File: config.mk
export PLATFORM = sky130hd
export DESIGN_NAME = i2c_master_top
export DESIGN_NICKNAME = d
export VERILOG_FILES = /design/src/logic/i2c_pkg.sv /design/src/logic/i2c_csr.sv /design/src/logic/i2c_byte_engine.sv /design/src/logic/i2c_master_top.sv
export VERILOG_INCLUDE_DIRS = /design/src /design/src/logic
export SDC_FILE = /design/constraint.sdc
export NUM_CORES = 1
export LEC_CHECK = 0
export BUFFER_PORTS_ARGS = -buffer_cell sky130_fd_sc_hd__buf_4
export CAP_MARGIN = 30
export CORE_MARGIN = 2
export CORE_UTILIZATION = 35
export CTS_CLUSTER_DIAMETER = 150
export DETAILED_ROUTE_END_ITERATION = 12
export PLACE_DENSITY = 0.58
export SYNTH_ARGS = -nofsm -noshare
export SYNTH_HDL_FRONTEND = slang
export SYNTH_SLANG_ARGS = --single-unit
File: constraint.sdc
create_clock -name clk -period 8 [get_ports clk]
set_input_delay 0.4 -clock clk [delete_from_list [all_inputs] [get_ports clk]]
set_output_delay 0.4 -clock clk [all_outputs]
set_load 0.01 [all_outputs]
File: src/logic/i2c_config.svh
`ifndef I2C_CONFIG_SVH
`define I2C_CONFIG_SVH

// clk cycles per scl period, 25 MHz / 20 kHz
// short simulation runs override the top level parameter instead
`define I2C_SCL_DIV     1250

// host register offsets
`define I2C_REG_DEV     0
`define I2C_REG_REG     1
`define I2C_REG_WDATA   2
`define I2C_REG_CTRL    3
`define I2C_REG_RDATA   4
`define I2C_REG_STATUS  5

`define I2C_OFS_W       3       // register offset bits
`define I2C_DEV_W       7       // 7-bit device address
`define I2C_DATA_W      8

`endif

File: src/logic/i2c_pkg.sv
`include "i2c_config.svh"

package i2c_pkg;

    // register index as seen on the host port
    typedef enum logic [`I2C_OFS_W-1:0] {
        idx_dev    = `I2C_REG_DEV,
        idx_reg    = `I2C_REG_REG,
        idx_wdata  = `I2C_REG_WDATA,
        idx_ctrl   = `I2C_REG_CTRL,
        idx_rdata  = `I2C_REG_RDATA,
        idx_status = `I2C_REG_STATUS
    } reg_idx_e;

    typedef struct packed {
        logic                   write;
        logic [`I2C_OFS_W-1:0]  offset;
        logic [`I2C_DATA_W-1:0] wdata;
    } host_req_t;

    // one bus transaction, latched by the engine at start
    typedef struct packed {
        logic [`I2C_DEV_W-1:0]  dev_addr;
        logic [`I2C_DATA_W-1:0] reg_addr;
        logic [`I2C_DATA_W-1:0] wdata;
        logic                   is_read;
    } i2c_cmd_t;

    typedef struct packed {
        logic [`I2C_DATA_W-1:0] rdata;
        logic                   nack;   // any ack slot seen high
    } i2c_result_t;

endpackage

File: src/logic/i2c_csr.sv
`timescale 1ns/10ps
`include "i2c_config.svh"

module i2c_csr
(
    input  logic                   clk,
    input  logic                   reset_n,
    input  logic                   req,
    input  i2c_pkg::host_req_t     host_req,
    output logic                   ack,
    output logic [`I2C_DATA_W-1:0] rdata,
    output i2c_pkg::i2c_cmd_t      cmd,
    output logic                   start,
    input  logic                   done,
    input  i2c_pkg::i2c_result_t   result
);
    import i2c_pkg::*;

    logic [`I2C_DEV_W-1:0]  dev_addr;
    logic [`I2C_DATA_W-1:0] reg_addr;
    logic [`I2C_DATA_W-1:0] wr_data;
    logic [`I2C_DATA_W-1:0] rx_data;   // last byte received
    logic                   busy;
    logic                   nack;
    logic                   accept;
    logic                   launch;
    logic [`I2C_DATA_W-1:0] rd_val;
    reg_idx_e               idx;

    assign idx    = reg_idx_e'(host_req.offset);
    assign accept = req && !ack;   // first cycle of a new access

    // valid ctrl write: not busy and at least one request bit
    assign launch = accept && host_req.write && (idx == idx_ctrl) && !busy
                    && (host_req.wdata[1:0] != 2'b00);

    //**************************************************************************
    // four-phase responder
    //**************************************************************************
    always_ff @(posedge clk or negedge reset_n)
    begin
        if (!reset_n)
            ack <= 1'b0;
        else
            ack <= req;   // rises one clock after req, falls one after it drops
    end

    always_comb
    begin
        rd_val = '0;
        case (idx)
            idx_dev:    rd_val[`I2C_DEV_W-1:0] = dev_addr;
            idx_reg:    rd_val = reg_addr;
            idx_wdata:  rd_val = wr_data;
            idx_rdata:  rd_val = rx_data;
            idx_status: rd_val[1:0] = {nack, busy};
            default:    rd_val = '0;   // ctrl reads back zero
        endcase
    end

    always_ff @(posedge clk or negedge reset_n)
    begin
        if (!reset_n)
        begin
            dev_addr <= '0;
            reg_addr <= '0;
            wr_data  <= '0;
            rdata    <= '0;
        end
        else if (accept)
        begin
            if (!host_req.write)
                rdata <= rd_val;
            else
            begin
                case (idx)
                    idx_dev:   dev_addr <= host_req.wdata[`I2C_DEV_W-1:0];
                    idx_reg:   reg_addr <= host_req.wdata;
                    idx_wdata: wr_data  <= host_req.wdata;
                    default:   ;
                endcase
            end
        end
    end

    //**************************************************************************
    // command launch and completion
    //**************************************************************************
    always_ff @(posedge clk)
    begin
        if (launch)
            cmd <= '{dev_addr: dev_addr, reg_addr: reg_addr, wdata: wr_data,
                     is_read: host_req.wdata[1]};   // read wins if both set
    end

    always_ff @(posedge clk or negedge reset_n)
    begin
        if (!reset_n)
        begin
            start   <= 1'b0;
            busy    <= 1'b0;
            nack    <= 1'b0;
            rx_data <= '0;
        end
        else
        begin
            start <= launch;
            if (done)
            begin
                busy <= 1'b0;
                nack <= result.nack;
                if (cmd.is_read)
                    rx_data <= result.rdata;
            end
            else if (launch)
                busy <= 1'b1;
        end
    end

    a_ack_after_req: assert property (@(posedge clk) disable iff (!reset_n)
        $rose(ack) |-> $past(req));

    // a start pulse opens a new busy window, never lands inside one
    a_start_not_busy: assert property (@(posedge clk) disable iff (!reset_n)
        start |-> busy && !$past(busy));

endmodule

File: src/logic/i2c_byte_engine.sv
`timescale 1ns/10ps
`include "i2c_config.svh"

module i2c_byte_engine
#(
    parameter int scl_div = `I2C_SCL_DIV
)
(
    input  logic                 clk,
    input  logic                 reset_n,
    input  i2c_pkg::i2c_cmd_t    cmd,
    input  logic                 start,
    output logic                 done,
    output i2c_pkg::i2c_result_t result,
    output logic                 scl,
    output logic                 sda_oe,
    output logic                 sda_out,
    input  logic                 sda_in
);
    import i2c_pkg::*;

    localparam int cnt_w = $clog2(scl_div);
    localparam logic [cnt_w-1:0] cnt_last = cnt_w'(scl_div - 1);
    localparam logic [cnt_w-1:0] cnt_half = cnt_w'(scl_div / 2);
    localparam logic [cnt_w-1:0] cnt_qtr  = cnt_w'(scl_div / 4);

    typedef enum logic [3:0] {
        st_idle, st_start0, st_wr_dev, st_ack_dev, st_wr_reg, st_ack_reg,
        st_wr_data, st_ack_data, st_start1, st_rd_dev, st_ack_rd_dev,
        st_rd_data, st_no_ack, st_stop
    } state_e;

    state_e                 state;
    logic [cnt_w-1:0]       cnt;
    logic                   scl_hs;
    logic                   scl_hc;
    logic                   scl_ls;
    logic                   scl_lc;
    logic                   go_pend;   // start taken, waiting for high-centre
    logic                   engine_idle;
    logic [2:0]             bcnt;
    logic [`I2C_DATA_W-1:0] shreg;     // outgoing byte, msb first
    logic [`I2C_DATA_W-1:0] rx_byte;
    logic                   nack_acc;
    i2c_cmd_t               cmd_q;

    function automatic state_e ack_after(input state_e s);
        case (s)
            st_wr_dev:  return st_ack_dev;
            st_wr_reg:  return st_ack_reg;
            st_wr_data: return st_ack_data;
            default:    return st_ack_rd_dev;
        endcase
    endfunction

    //**************************************************************************
    // scl divider and phase strobes
    //**************************************************************************
    assign scl_hs = (cnt == '0);
    assign scl_hc = (cnt == cnt_qtr);
    assign scl_ls = (cnt == cnt_half);
    assign scl_lc = (cnt == cnt_half + cnt_qtr);

    always_ff @(posedge clk or negedge reset_n)
    begin
        if (!reset_n)
        begin
            cnt <= '0;
            scl <= 1'b1;
        end
        else
        begin
            cnt <= (cnt == cnt_last) ? '0 : cnt + cnt_w'(1);
            if (scl_hs)
                scl <= 1'b1;
            else if (scl_ls)
                scl <= 1'b0;
        end
    end

    assign engine_idle = (state == st_idle) && !go_pend;
    assign result      = '{rdata: rx_byte, nack: nack_acc};

    always_ff @(posedge clk)
    begin
        if (start && engine_idle)
            cmd_q <= cmd;
        if ((state == st_rd_data) && scl_hc)
            rx_byte <= {rx_byte[`I2C_DATA_W-2:0], sda_in};
    end

    //**************************************************************************
    // transaction fsm, sda changes at low-centre
    //**************************************************************************
    always_ff @(posedge clk or negedge reset_n)
    begin
        if (!reset_n)
        begin
            state    <= st_idle;
            go_pend  <= 1'b0;
            bcnt     <= '0;
            shreg    <= '0;
            sda_oe   <= 1'b1;   // bus released high
            sda_out  <= 1'b1;
            done     <= 1'b0;
            nack_acc <= 1'b0;
        end
        else
        begin
            done <= 1'b0;
            if (start && engine_idle)
            begin
                go_pend  <= 1'b1;
                nack_acc <= 1'b0;
            end
            case (state)
                st_idle:
                begin
                    sda_oe <= 1'b1;
                    if (go_pend && scl_hc)
                    begin
                        go_pend <= 1'b0;
                        state   <= st_start0;
                    end
                end
                st_start0:
                begin
                    if (scl_lc)
                    begin
                        state   <= st_wr_dev;
                        bcnt    <= '0;
                        shreg   <= {cmd_q.dev_addr, 1'b0};
                        sda_out <= cmd_q.dev_addr[`I2C_DEV_W-1];
                    end
                    else
                        sda_out <= 1'b0;   // start, sda falls with scl high
                end
                st_wr_dev, st_wr_reg, st_wr_data, st_rd_dev:
                begin
                    if (scl_lc)
                    begin
                        if (bcnt == 3'd7)
                        begin
                            state  <= ack_after(state);
                            sda_oe <= 1'b0;   // target owns the ack slot
                        end
                        else
                        begin
                            bcnt    <= bcnt + 3'd1;
                            shreg   <= {shreg[`I2C_DATA_W-2:0], 1'b0};
                            sda_out <= shreg[`I2C_DATA_W-2];
                        end
                    end
                end
                st_ack_dev, st_ack_reg, st_ack_data, st_ack_rd_dev:
                begin
                    if (scl_hc && sda_in)
                        nack_acc <= 1'b1;
                    if (scl_lc)
                    begin
                        sda_oe <= 1'b1;
                        bcnt   <= '0;
                        case (state)
                            st_ack_dev:
                            begin
                                state   <= st_wr_reg;
                                shreg   <= cmd_q.reg_addr;
                                sda_out <= cmd_q.reg_addr[`I2C_DATA_W-1];
                            end
                            st_ack_reg:
                            begin
                                if (cmd_q.is_read)
                                begin
                                    state   <= st_start1;
                                    sda_out <= 1'b1;   // high before repeated start
                                end
                                else
                                begin
                                    state   <= st_wr_data;
                                    shreg   <= cmd_q.wdata;
                                    sda_out <= cmd_q.wdata[`I2C_DATA_W-1];
                                end
                            end
                            st_ack_data:
                            begin
                                state   <= st_stop;
                                sda_out <= 1'b0;
                            end
                            default:
                            begin
                                state  <= st_rd_data;
                                sda_oe <= 1'b0;
                            end
                        endcase
                    end
                end
                st_start1:
                begin
                    if (scl_hc)
                        sda_out <= 1'b0;   // repeated start
                    else if (scl_lc)
                    begin
                        state   <= st_rd_dev;
                        bcnt    <= '0;
                        shreg   <= {cmd_q.dev_addr, 1'b1};
                        sda_out <= cmd_q.dev_addr[`I2C_DEV_W-1];
                    end
                end
                st_rd_data:
                begin
                    if (scl_lc)
                    begin
                        if (bcnt == 3'd7)
                        begin
                            state   <= st_no_ack;
                            sda_oe  <= 1'b1;
                            sda_out <= 1'b1;   // master nack ends the read
                        end
                        else
                            bcnt <= bcnt + 3'd1;
                    end
                end
                st_no_ack:
                begin
                    if (scl_lc)
                    begin
                        state   <= st_stop;
                        sda_out <= 1'b0;
                    end
                end
                st_stop:
                begin
                    if (scl_hc)
                    begin
                        sda_out <= 1'b1;   // stop, sda rises with scl high
                        done    <= 1'b1;
                        state   <= st_idle;
                    end
                end
                default: state <= st_idle;
            endcase
        end
    end

    // data may only move under scl high to form start, repeated start or stop
    a_sda_moves_low: assert property (@(posedge clk) disable iff (!reset_n)
        $changed(sda_out) |-> !$past(scl)
                              || ($past(state) inside {st_start0, st_start1, st_stop}));

    a_done_pulse: assert property (@(posedge clk) disable iff (!reset_n)
        done |=> !done);

endmodule

File: src/logic/i2c_master_top.sv
`timescale 1ns/10ps
`include "i2c_config.svh"

module i2c_master_top
#(
    parameter int scl_div = `I2C_SCL_DIV
)
(
    input  logic                   clk,
    input  logic                   reset_n,
    input  logic                   req,
    input  i2c_pkg::host_req_t     host_req,
    output logic                   ack,
    output logic [`I2C_DATA_W-1:0] rdata,
    output logic                   scl,
    output logic                   sda_oe,
    output logic                   sda_out,
    input  logic                   sda_in
);
    import i2c_pkg::*;

    i2c_cmd_t    cmd;
    i2c_result_t result;
    logic        start;
    logic        done;

    // host registers and command launch
    i2c_csr i_csr
    (
        .clk      (clk),
        .reset_n  (reset_n),
        .req      (req),
        .host_req (host_req),
        .ack      (ack),
        .rdata    (rdata),
        .cmd      (cmd),
        .start    (start),
        .done     (done),
        .result   (result)
    );

    i2c_byte_engine #(.scl_div(scl_div)) i_engine
    (
        .clk      (clk),
        .reset_n  (reset_n),
        .cmd      (cmd),
        .start    (start),
        .done     (done),
        .result   (result),
        .scl      (scl),
        .sda_oe   (sda_oe),     // open-drain control, pad lives outside
        .sda_out  (sda_out),
        .sda_in   (sda_in)
    );

endmodule

# Word-level counts from Yosys, hierarchy flattened
# Cells that the tools add are included.
totals:
  out_inout_bits: 12
  in_bits: 16
  reg_bits: 130
  wordCells: 173
classes:
  bitwise: 1
  eq_ne: 41
  n_reduce_logical: 38
  mux: 63
  addsub: 2
ops:
  columns: ["operator", "n"]
  rows:
  - ["$mux W7", 7]
  - ["$mux W4", 12]
  - ["$pmux W4 S8", 1]
  - ["$pmux W7 S4", 1]
  - ["$mux W1", 27]
  - ["$eq A4 B4 Y1 const B", 6]
  - ["$pmux W4 S3", 2]
  - ["$eq A11 B10 Y1 const B", 2]
  - ["$pmux W5 S4", 1]
  - ["$ne A2 B1 Y1 const B", 9]
  - ["$eq A4 B3 Y1 const B", 4]
  - ["$pmux W7 S2", 1]
  - ["$mux W3", 4]
  - ["$add A11 B1 Y11 const B", 1]
  - ["$eq A11 B11 Y1 const B", 1]
  - ["$eq A11 B9 Y1 const B", 1]
  - ["$logic_not A11 Y1", 1]
  - ["$mux W11", 1]
  - ["$reduce_and A11 Y1", 1]
  - ["$logic_and A1 B1 Y1", 10]
  - ["$ne A2 B2 Y1 const B", 5]
  - ["$pmux W2 S5", 1]
  - ["$reduce_and A10 Y1", 1]
  - ["$reduce_or A5 Y1", 2]
  - ["28 further kinds", 43]

# Depth between registers and ports, before layout
depth:
  ltp_word: 8
  depth_mapped: 9
  ltp_nobuf: 8

# Cells and area by module
# From an unflattened synthesis, not the netlist that was laid out.
unflattened:
  cells_unflattened: 437
  hier_area_um2: 5706.7
by_module_without_submodules:
  columns: ["mod", "area_per_inst_um2", "n_inst", "seq_area_each_um2", "cells_per_inst"]
  rows:
  - ["i2c_byte_engine", 3049.2, 1, 1740.4, 265]
  - ["i2c_csr", 2657.5, 1, 1796.7, 172]

# Worst setup path before layout
# OpenSTA, ideal clock, no wires.
synth_path:
  kind: "input -> register"
  from: "input port host_req[8] in the netlist's numbering"
  to: "register, netlist name i_csr.cmd[0]"
  required_time_ns: 7.528
  arrival_ns: 3.501
  path_stages: 4
  path_buffers: 2
  slack_ns: 4.027
  path_cell_list: "clkbuf_1 clkbuf_1 nand2_1 nor4_1"
synth_between:
  elab_chain_len: 4
synth_rtl:
  columns: ["element", "line", "text"]
  rows:
  - ["start, declared", "i2c_master_top.sv:12", "input i2c_pkg::host_req_t host_req,"]
  - ["$eq A3 B2 Y1", "i2c_csr.sv:34", "assign launch = accept && host_req.write && (idx == idx_ctrl) && !busy"]
  - ["$logic_and A1 B1 Y1 (2 in series)", "i2c_csr.sv:34", null]
  - ["$logic_and A1 B1 Y1", "i2c_csr.sv:35", "&& (host_req.wdata[1:0] != 2'b00);"]
  - ["net i_csr.launch", "i2c_csr.sv:26", "logic launch;"]
# The timed path passes the listed nets, and every way through them passes these cells.
# A chain may end at the register's enable or synchronous reset.

# Worst setup path in the final report
layout_path:
  from: "register i_engine.cnt[1]"
  to: "register i_engine.shreg[5]"
layout_between:
  elab_chain_len: 3
  elab_cells_between_ends: 8
layout_rtl:
  columns: ["element", "line", "text"]
  rows:
  - ["start, declared", "i2c_byte_engine.sv:34", "logic [cnt_w-1:0] cnt;"]
  - ["start signal, assigned", "i2c_byte_engine.sv:73", "cnt <= (cnt == cnt_last) ? '0 : cnt + cnt_w'(1);"]
  - ["$eq A11 B9 Y1 / $eq A11 B10 Y1 (equally long branches)", "i2c_byte_engine.sv:60, i2c_byte_engine.sv:62", null]
  - ["$ne A2 B2 Y1 (no source line) / $ne A2 B1 Y1 (equally long branches)", null, null]
  - ["$reduce_and A9 Y1 (no source line) *", null, null]
  - ["end signal, assigned", "i2c_byte_engine.sv:132", "shreg <= {cmd_q.dev_addr, 1'b0};"]
  - ["end signal, assigned", "i2c_byte_engine.sv:150", "shreg <= {shreg[`I2C_DATA_W-2:0], 1'b0};"]
  - ["end signal, assigned", "i2c_byte_engine.sv:167", "shreg <= cmd_q.reg_addr;"]
  - ["end, declared", "i2c_byte_engine.sv:42", "logic [`I2C_DATA_W-1:0] shreg;"]
# Mark *: on every way between the ends. The rest lies on a longest branch, timed or not.

==> results.tsv <==
stage	metric	value	unit
status	status	complete, no violations	
placed_design	place_hpwl	7.570	mm
route	via_per_inst	5.071	
yosys	postSynth.asyncResetShare	56.92	%
power_and_ir_drop	vdd_drop_max	148.7	uV
worst_setup_path	worstSetupPathType	reg -> reg	
yosys	synth.cell_area	5563	um2
layout	final_nets	494	
placed_design	io_buffers	27	
global_route	antenna_found_initial	0	
clock_network	htreeDepth	4	
layout	final_cells	702	
global_route	grt_pass1_wl	18.58	mm
run	cap_violations	0	
yosys	yosysWarnings	0	
timing	worst_slew_pin_slew	0.9407	ns
clock_network	clockBufferDepth	2	
worst_setup_path	critPathLaunchType	flip-flop	
route	initialDrtViolationCount	249	
layout	diodes	0	
global_route	grt_util_all_layers	14.44	%
floorplan	start_util	35.40	%
timing	fmax	0.3585	GHz
clock_network	cts_buffers	17	
timing	rsz0062_at_grt	no	
timing	slew_headroom	37.29	%
floorplan	pin_count	28	
yosys	synth_area_leaders	dfrtp_1 (32%), edfxtp_1 (30%), mux2_2 (6.9%)	
worst_setup_path	setup.worst_path.end_class	flip-flop	
timing	slew_violations	0	
placed_design	gp_congestion	0.8251	
power_and_ir_drop	p_leak	2.596	nW
layout	area_growth	18.26	%
clock_network	insertion_delay	0.42	ns
yosys	netlist.area_leader.share	31.94	%
worst_setup_path	critPathRequiredTime	8.24	ns
clock_network	cts_tree	built	
floorplan	die_height	130.1	um
timing	setup_viol	0	
yosys	synth.largest_area_cell	dfrtp_1	
layout	multi_input_area	1907	um2
yosys	synth_area_per_cell	12.53	um2
layout	regArea	3537	um2
worst_setup_path	ff2ff_setup_slack	5.21	ns
route	first_pass_iters	4	
layout	drive_above_1_share	21.81	%
route	num_vias	3560	
layout	fill_cells	1473	
floorplan	row_count	46	
clock_network	clkTransAtPathRegs	0.06	ns
power_and_ir_drop	power_per_cell_area	239.1	nW/um2
min_path	hold_depth	1	
yosys	synthFlopType	dfrtp_1	
timing	fin_skew	0.01134	ns
yosys	syn_inst	444	
worst_setup_path	crit_path_max_fanout	14	
route	remaining_drc_errors	0	
min_path	min-delay-path-class	in -> reg	
clock_network	postCtsSetupRepairBufs	0	
timing	hold_viol_final	0	
route	antenna_left	0	
worst_setup_path	reg2reg_depth	7	
yosys	yosysUniqueCellTypes	53	
power_and_ir_drop	total_power	1.573	mW
clock_network	cts_num_sinks	130	
worst_setup_path	critPathArrivalTime	3.03	ns
floorplan	die_w	130.1	um
global_route	grt_overflow	0	
yosys	yosysSeqAreaShare	63.59	%
global_route	grt_pass1_vias	3573	
floorplan	core-area	15710	um2
yosys	syn_nets	465	
route	wl	11.01	mm
timing	fin_crit_sh	34.86	%
yosys	synth_edf_count	56	
floorplan	dieArea	16920	um2
timing	period_minus_slack	2.789	ns
timing	tns	0	ns
layout	final_util	41.87	%
route	detail_route.wl_per_cell	15.69	um
global_route	grt_start_max_net_pins	75	
yosys	ys_ff_latch	130	
clock_network	cts-root-buf	clkbuf_16	
placed_design	dp.cells	667	
cell usage after synthesis (all sizes together) (2+ instances only):
master,instances
a22oi,2
o41ai,2
nor2b,6
or2,3
inv,11
o21ai,19
o211ai,4
mux2,34
a21oi,21
nand2b,4
nand3,11
edfxtp,56
nand3b,2
nor3,11
or3,2
buf,5
nor4,5
a31oi,5
dfstp,3
clkbuf,16
nor3b,2
o31ai,4
nand2,28
ha,5
a22o,7
or4,4
xnor2,9
o221ai,2
a32o,2
nor2,50
mux2i,12
dfrtp,71
a221oi,7
nand4,4
worst paths after layout:
check	start	endpoint
worst max-delay path	i_engine.cnt[1]$_DFF_PN0_	i_engine.shreg[5]$_DFFE_PN0P_
worst min-delay path	req	i_csr.ack$_DFF_PN0_
worst max register to register	i_engine.cnt[1]$_DFF_PN0_	i_engine.shreg[5]$_DFFE_PN0P_
worst min register to register	i_csr.cmd[8]$_DFFE_PP_	i_engine.cmd_q[8]$_DFFE_PP_
max in group asynchronous	reset_n	i_csr.reg_addr[4]$_DFFE_PN0P_
min in group asynchronous	reset_n	i_engine.cnt[2]$_DFF_PN0_
flip-flops by register name, indices dropped and copies added (netlist names), 3 cells and up:
signal / count
i_csr.cmd: 24
i_csr.reg_addr: 8
i_engine.bcnt: 3
i_csr.rx_data: 8
i_csr.rdata: 8
i_engine.cmd_q: 24
i_engine.rx_byte: 8
i_csr.dev_addr: 7
i_engine.state: 4
i_engine.shreg: 7
i_csr.wr_data: 8
i_engine.cnt: 11
cell usage in the layout (no fill, tap or decap), types with 5 or more instances in the layout:
cell / count
edfxtp_1: 56
a221oi_1: 7
nand3_1: 11
dfrtp_1: 71
ha_1: 5
nor2b_1: 6
a22o_1: 7
a31oi_1: 5
nor2_1: 50
o21ai_0: 17
a21oi_1: 21
nand2_1: 28
xnor2_1: 9
inv_1: 11
nor3_1: 10
mux2_2: 34
buf_4: 28
mux2i_1: 12
clkbuf_16: 17
metrics by stage:
stage	hold slack, ns	area (um2)	setup slack (ns)
after global routing	0.08993	6579	4.900
after floorplan	0.1044	5563	4.027
after CTS	0.09096	6534	4.840
final	0.1057	6579	5.211
after detailed placement	0.4045	5966	4.862
after global placement	0.4064	5966	5.018
critical path: stages, from the launching register on:
cell	delay, ns
dfrtp_1	0.41
inv_1	0.09
ha_1	0.16
nand4bb_1	0.21
nor4_2	0.62
o2111ai_1	0.20
a21oi_1	0.76
a21oi_1	0.16
cell type report:
type                            instances  share of cell area [%]
Sequential cell                       130                   53.77
Multi-Input combinational cell        282                   28.98
Clock buffer                           19                   6.580
Tap cell                              216                   4.108
Timing Repair Buffer                   31                   3.880
Clock inverter                         13                   2.054
Inverter                               11                  0.6276
what timing repair did:
| action | 4_1_cts | 5_1_grt |
|---|---|---|
| hold endpoints to repair | 0 | 6 |
| hold buffers | 0 | 1 |
| gates resized for setup | 0 | 0 |
metal layers:
metal | vias to the layer above | part of all wire (%) | track usage [%]
met2 | 74 | 50 | 22.88
met3 | 8 | 3.8 | 4.551
met1 | 1772 | 46 | 19.12
met5 | - | 0 | 0
met4 | 0 | 0.36 | 4.364
li1 | 1706 | - | -
kinds of logic (layout without fill, tap and decap cells):
| logic type | after synthesis | count (layout) | share of synthesized area (%) |
|---|---|---|---|
| muxes | 47 | 47 | 9.447 |
| xor gates and xnor gates | 10 | 10 | 1.575 |
| AOI/OAI and AO/OA | 83 | 83 | 9.897 |
| buffers and inverters | 32 | 74 | 2.249 |
| and+or+nand+nor | 137 | 137 | 12.12 |
| DFF | 130 | 130 | 63.59 |
| adders and majority gates | 5 | 5 | 1.125 |
power by group:
group | switching [mW] | total (mW) | internal, mW
Combinational | 0.0359 | 0.0769 | 0.0410
Sequential | 0.0246 | 0.757 | 0.732
Clock | 0.282 | 0.739 | 0.458
Total | 0.342 | 1.57 | 1.23
Note: power is estimated with default switching activity, not from simulation.
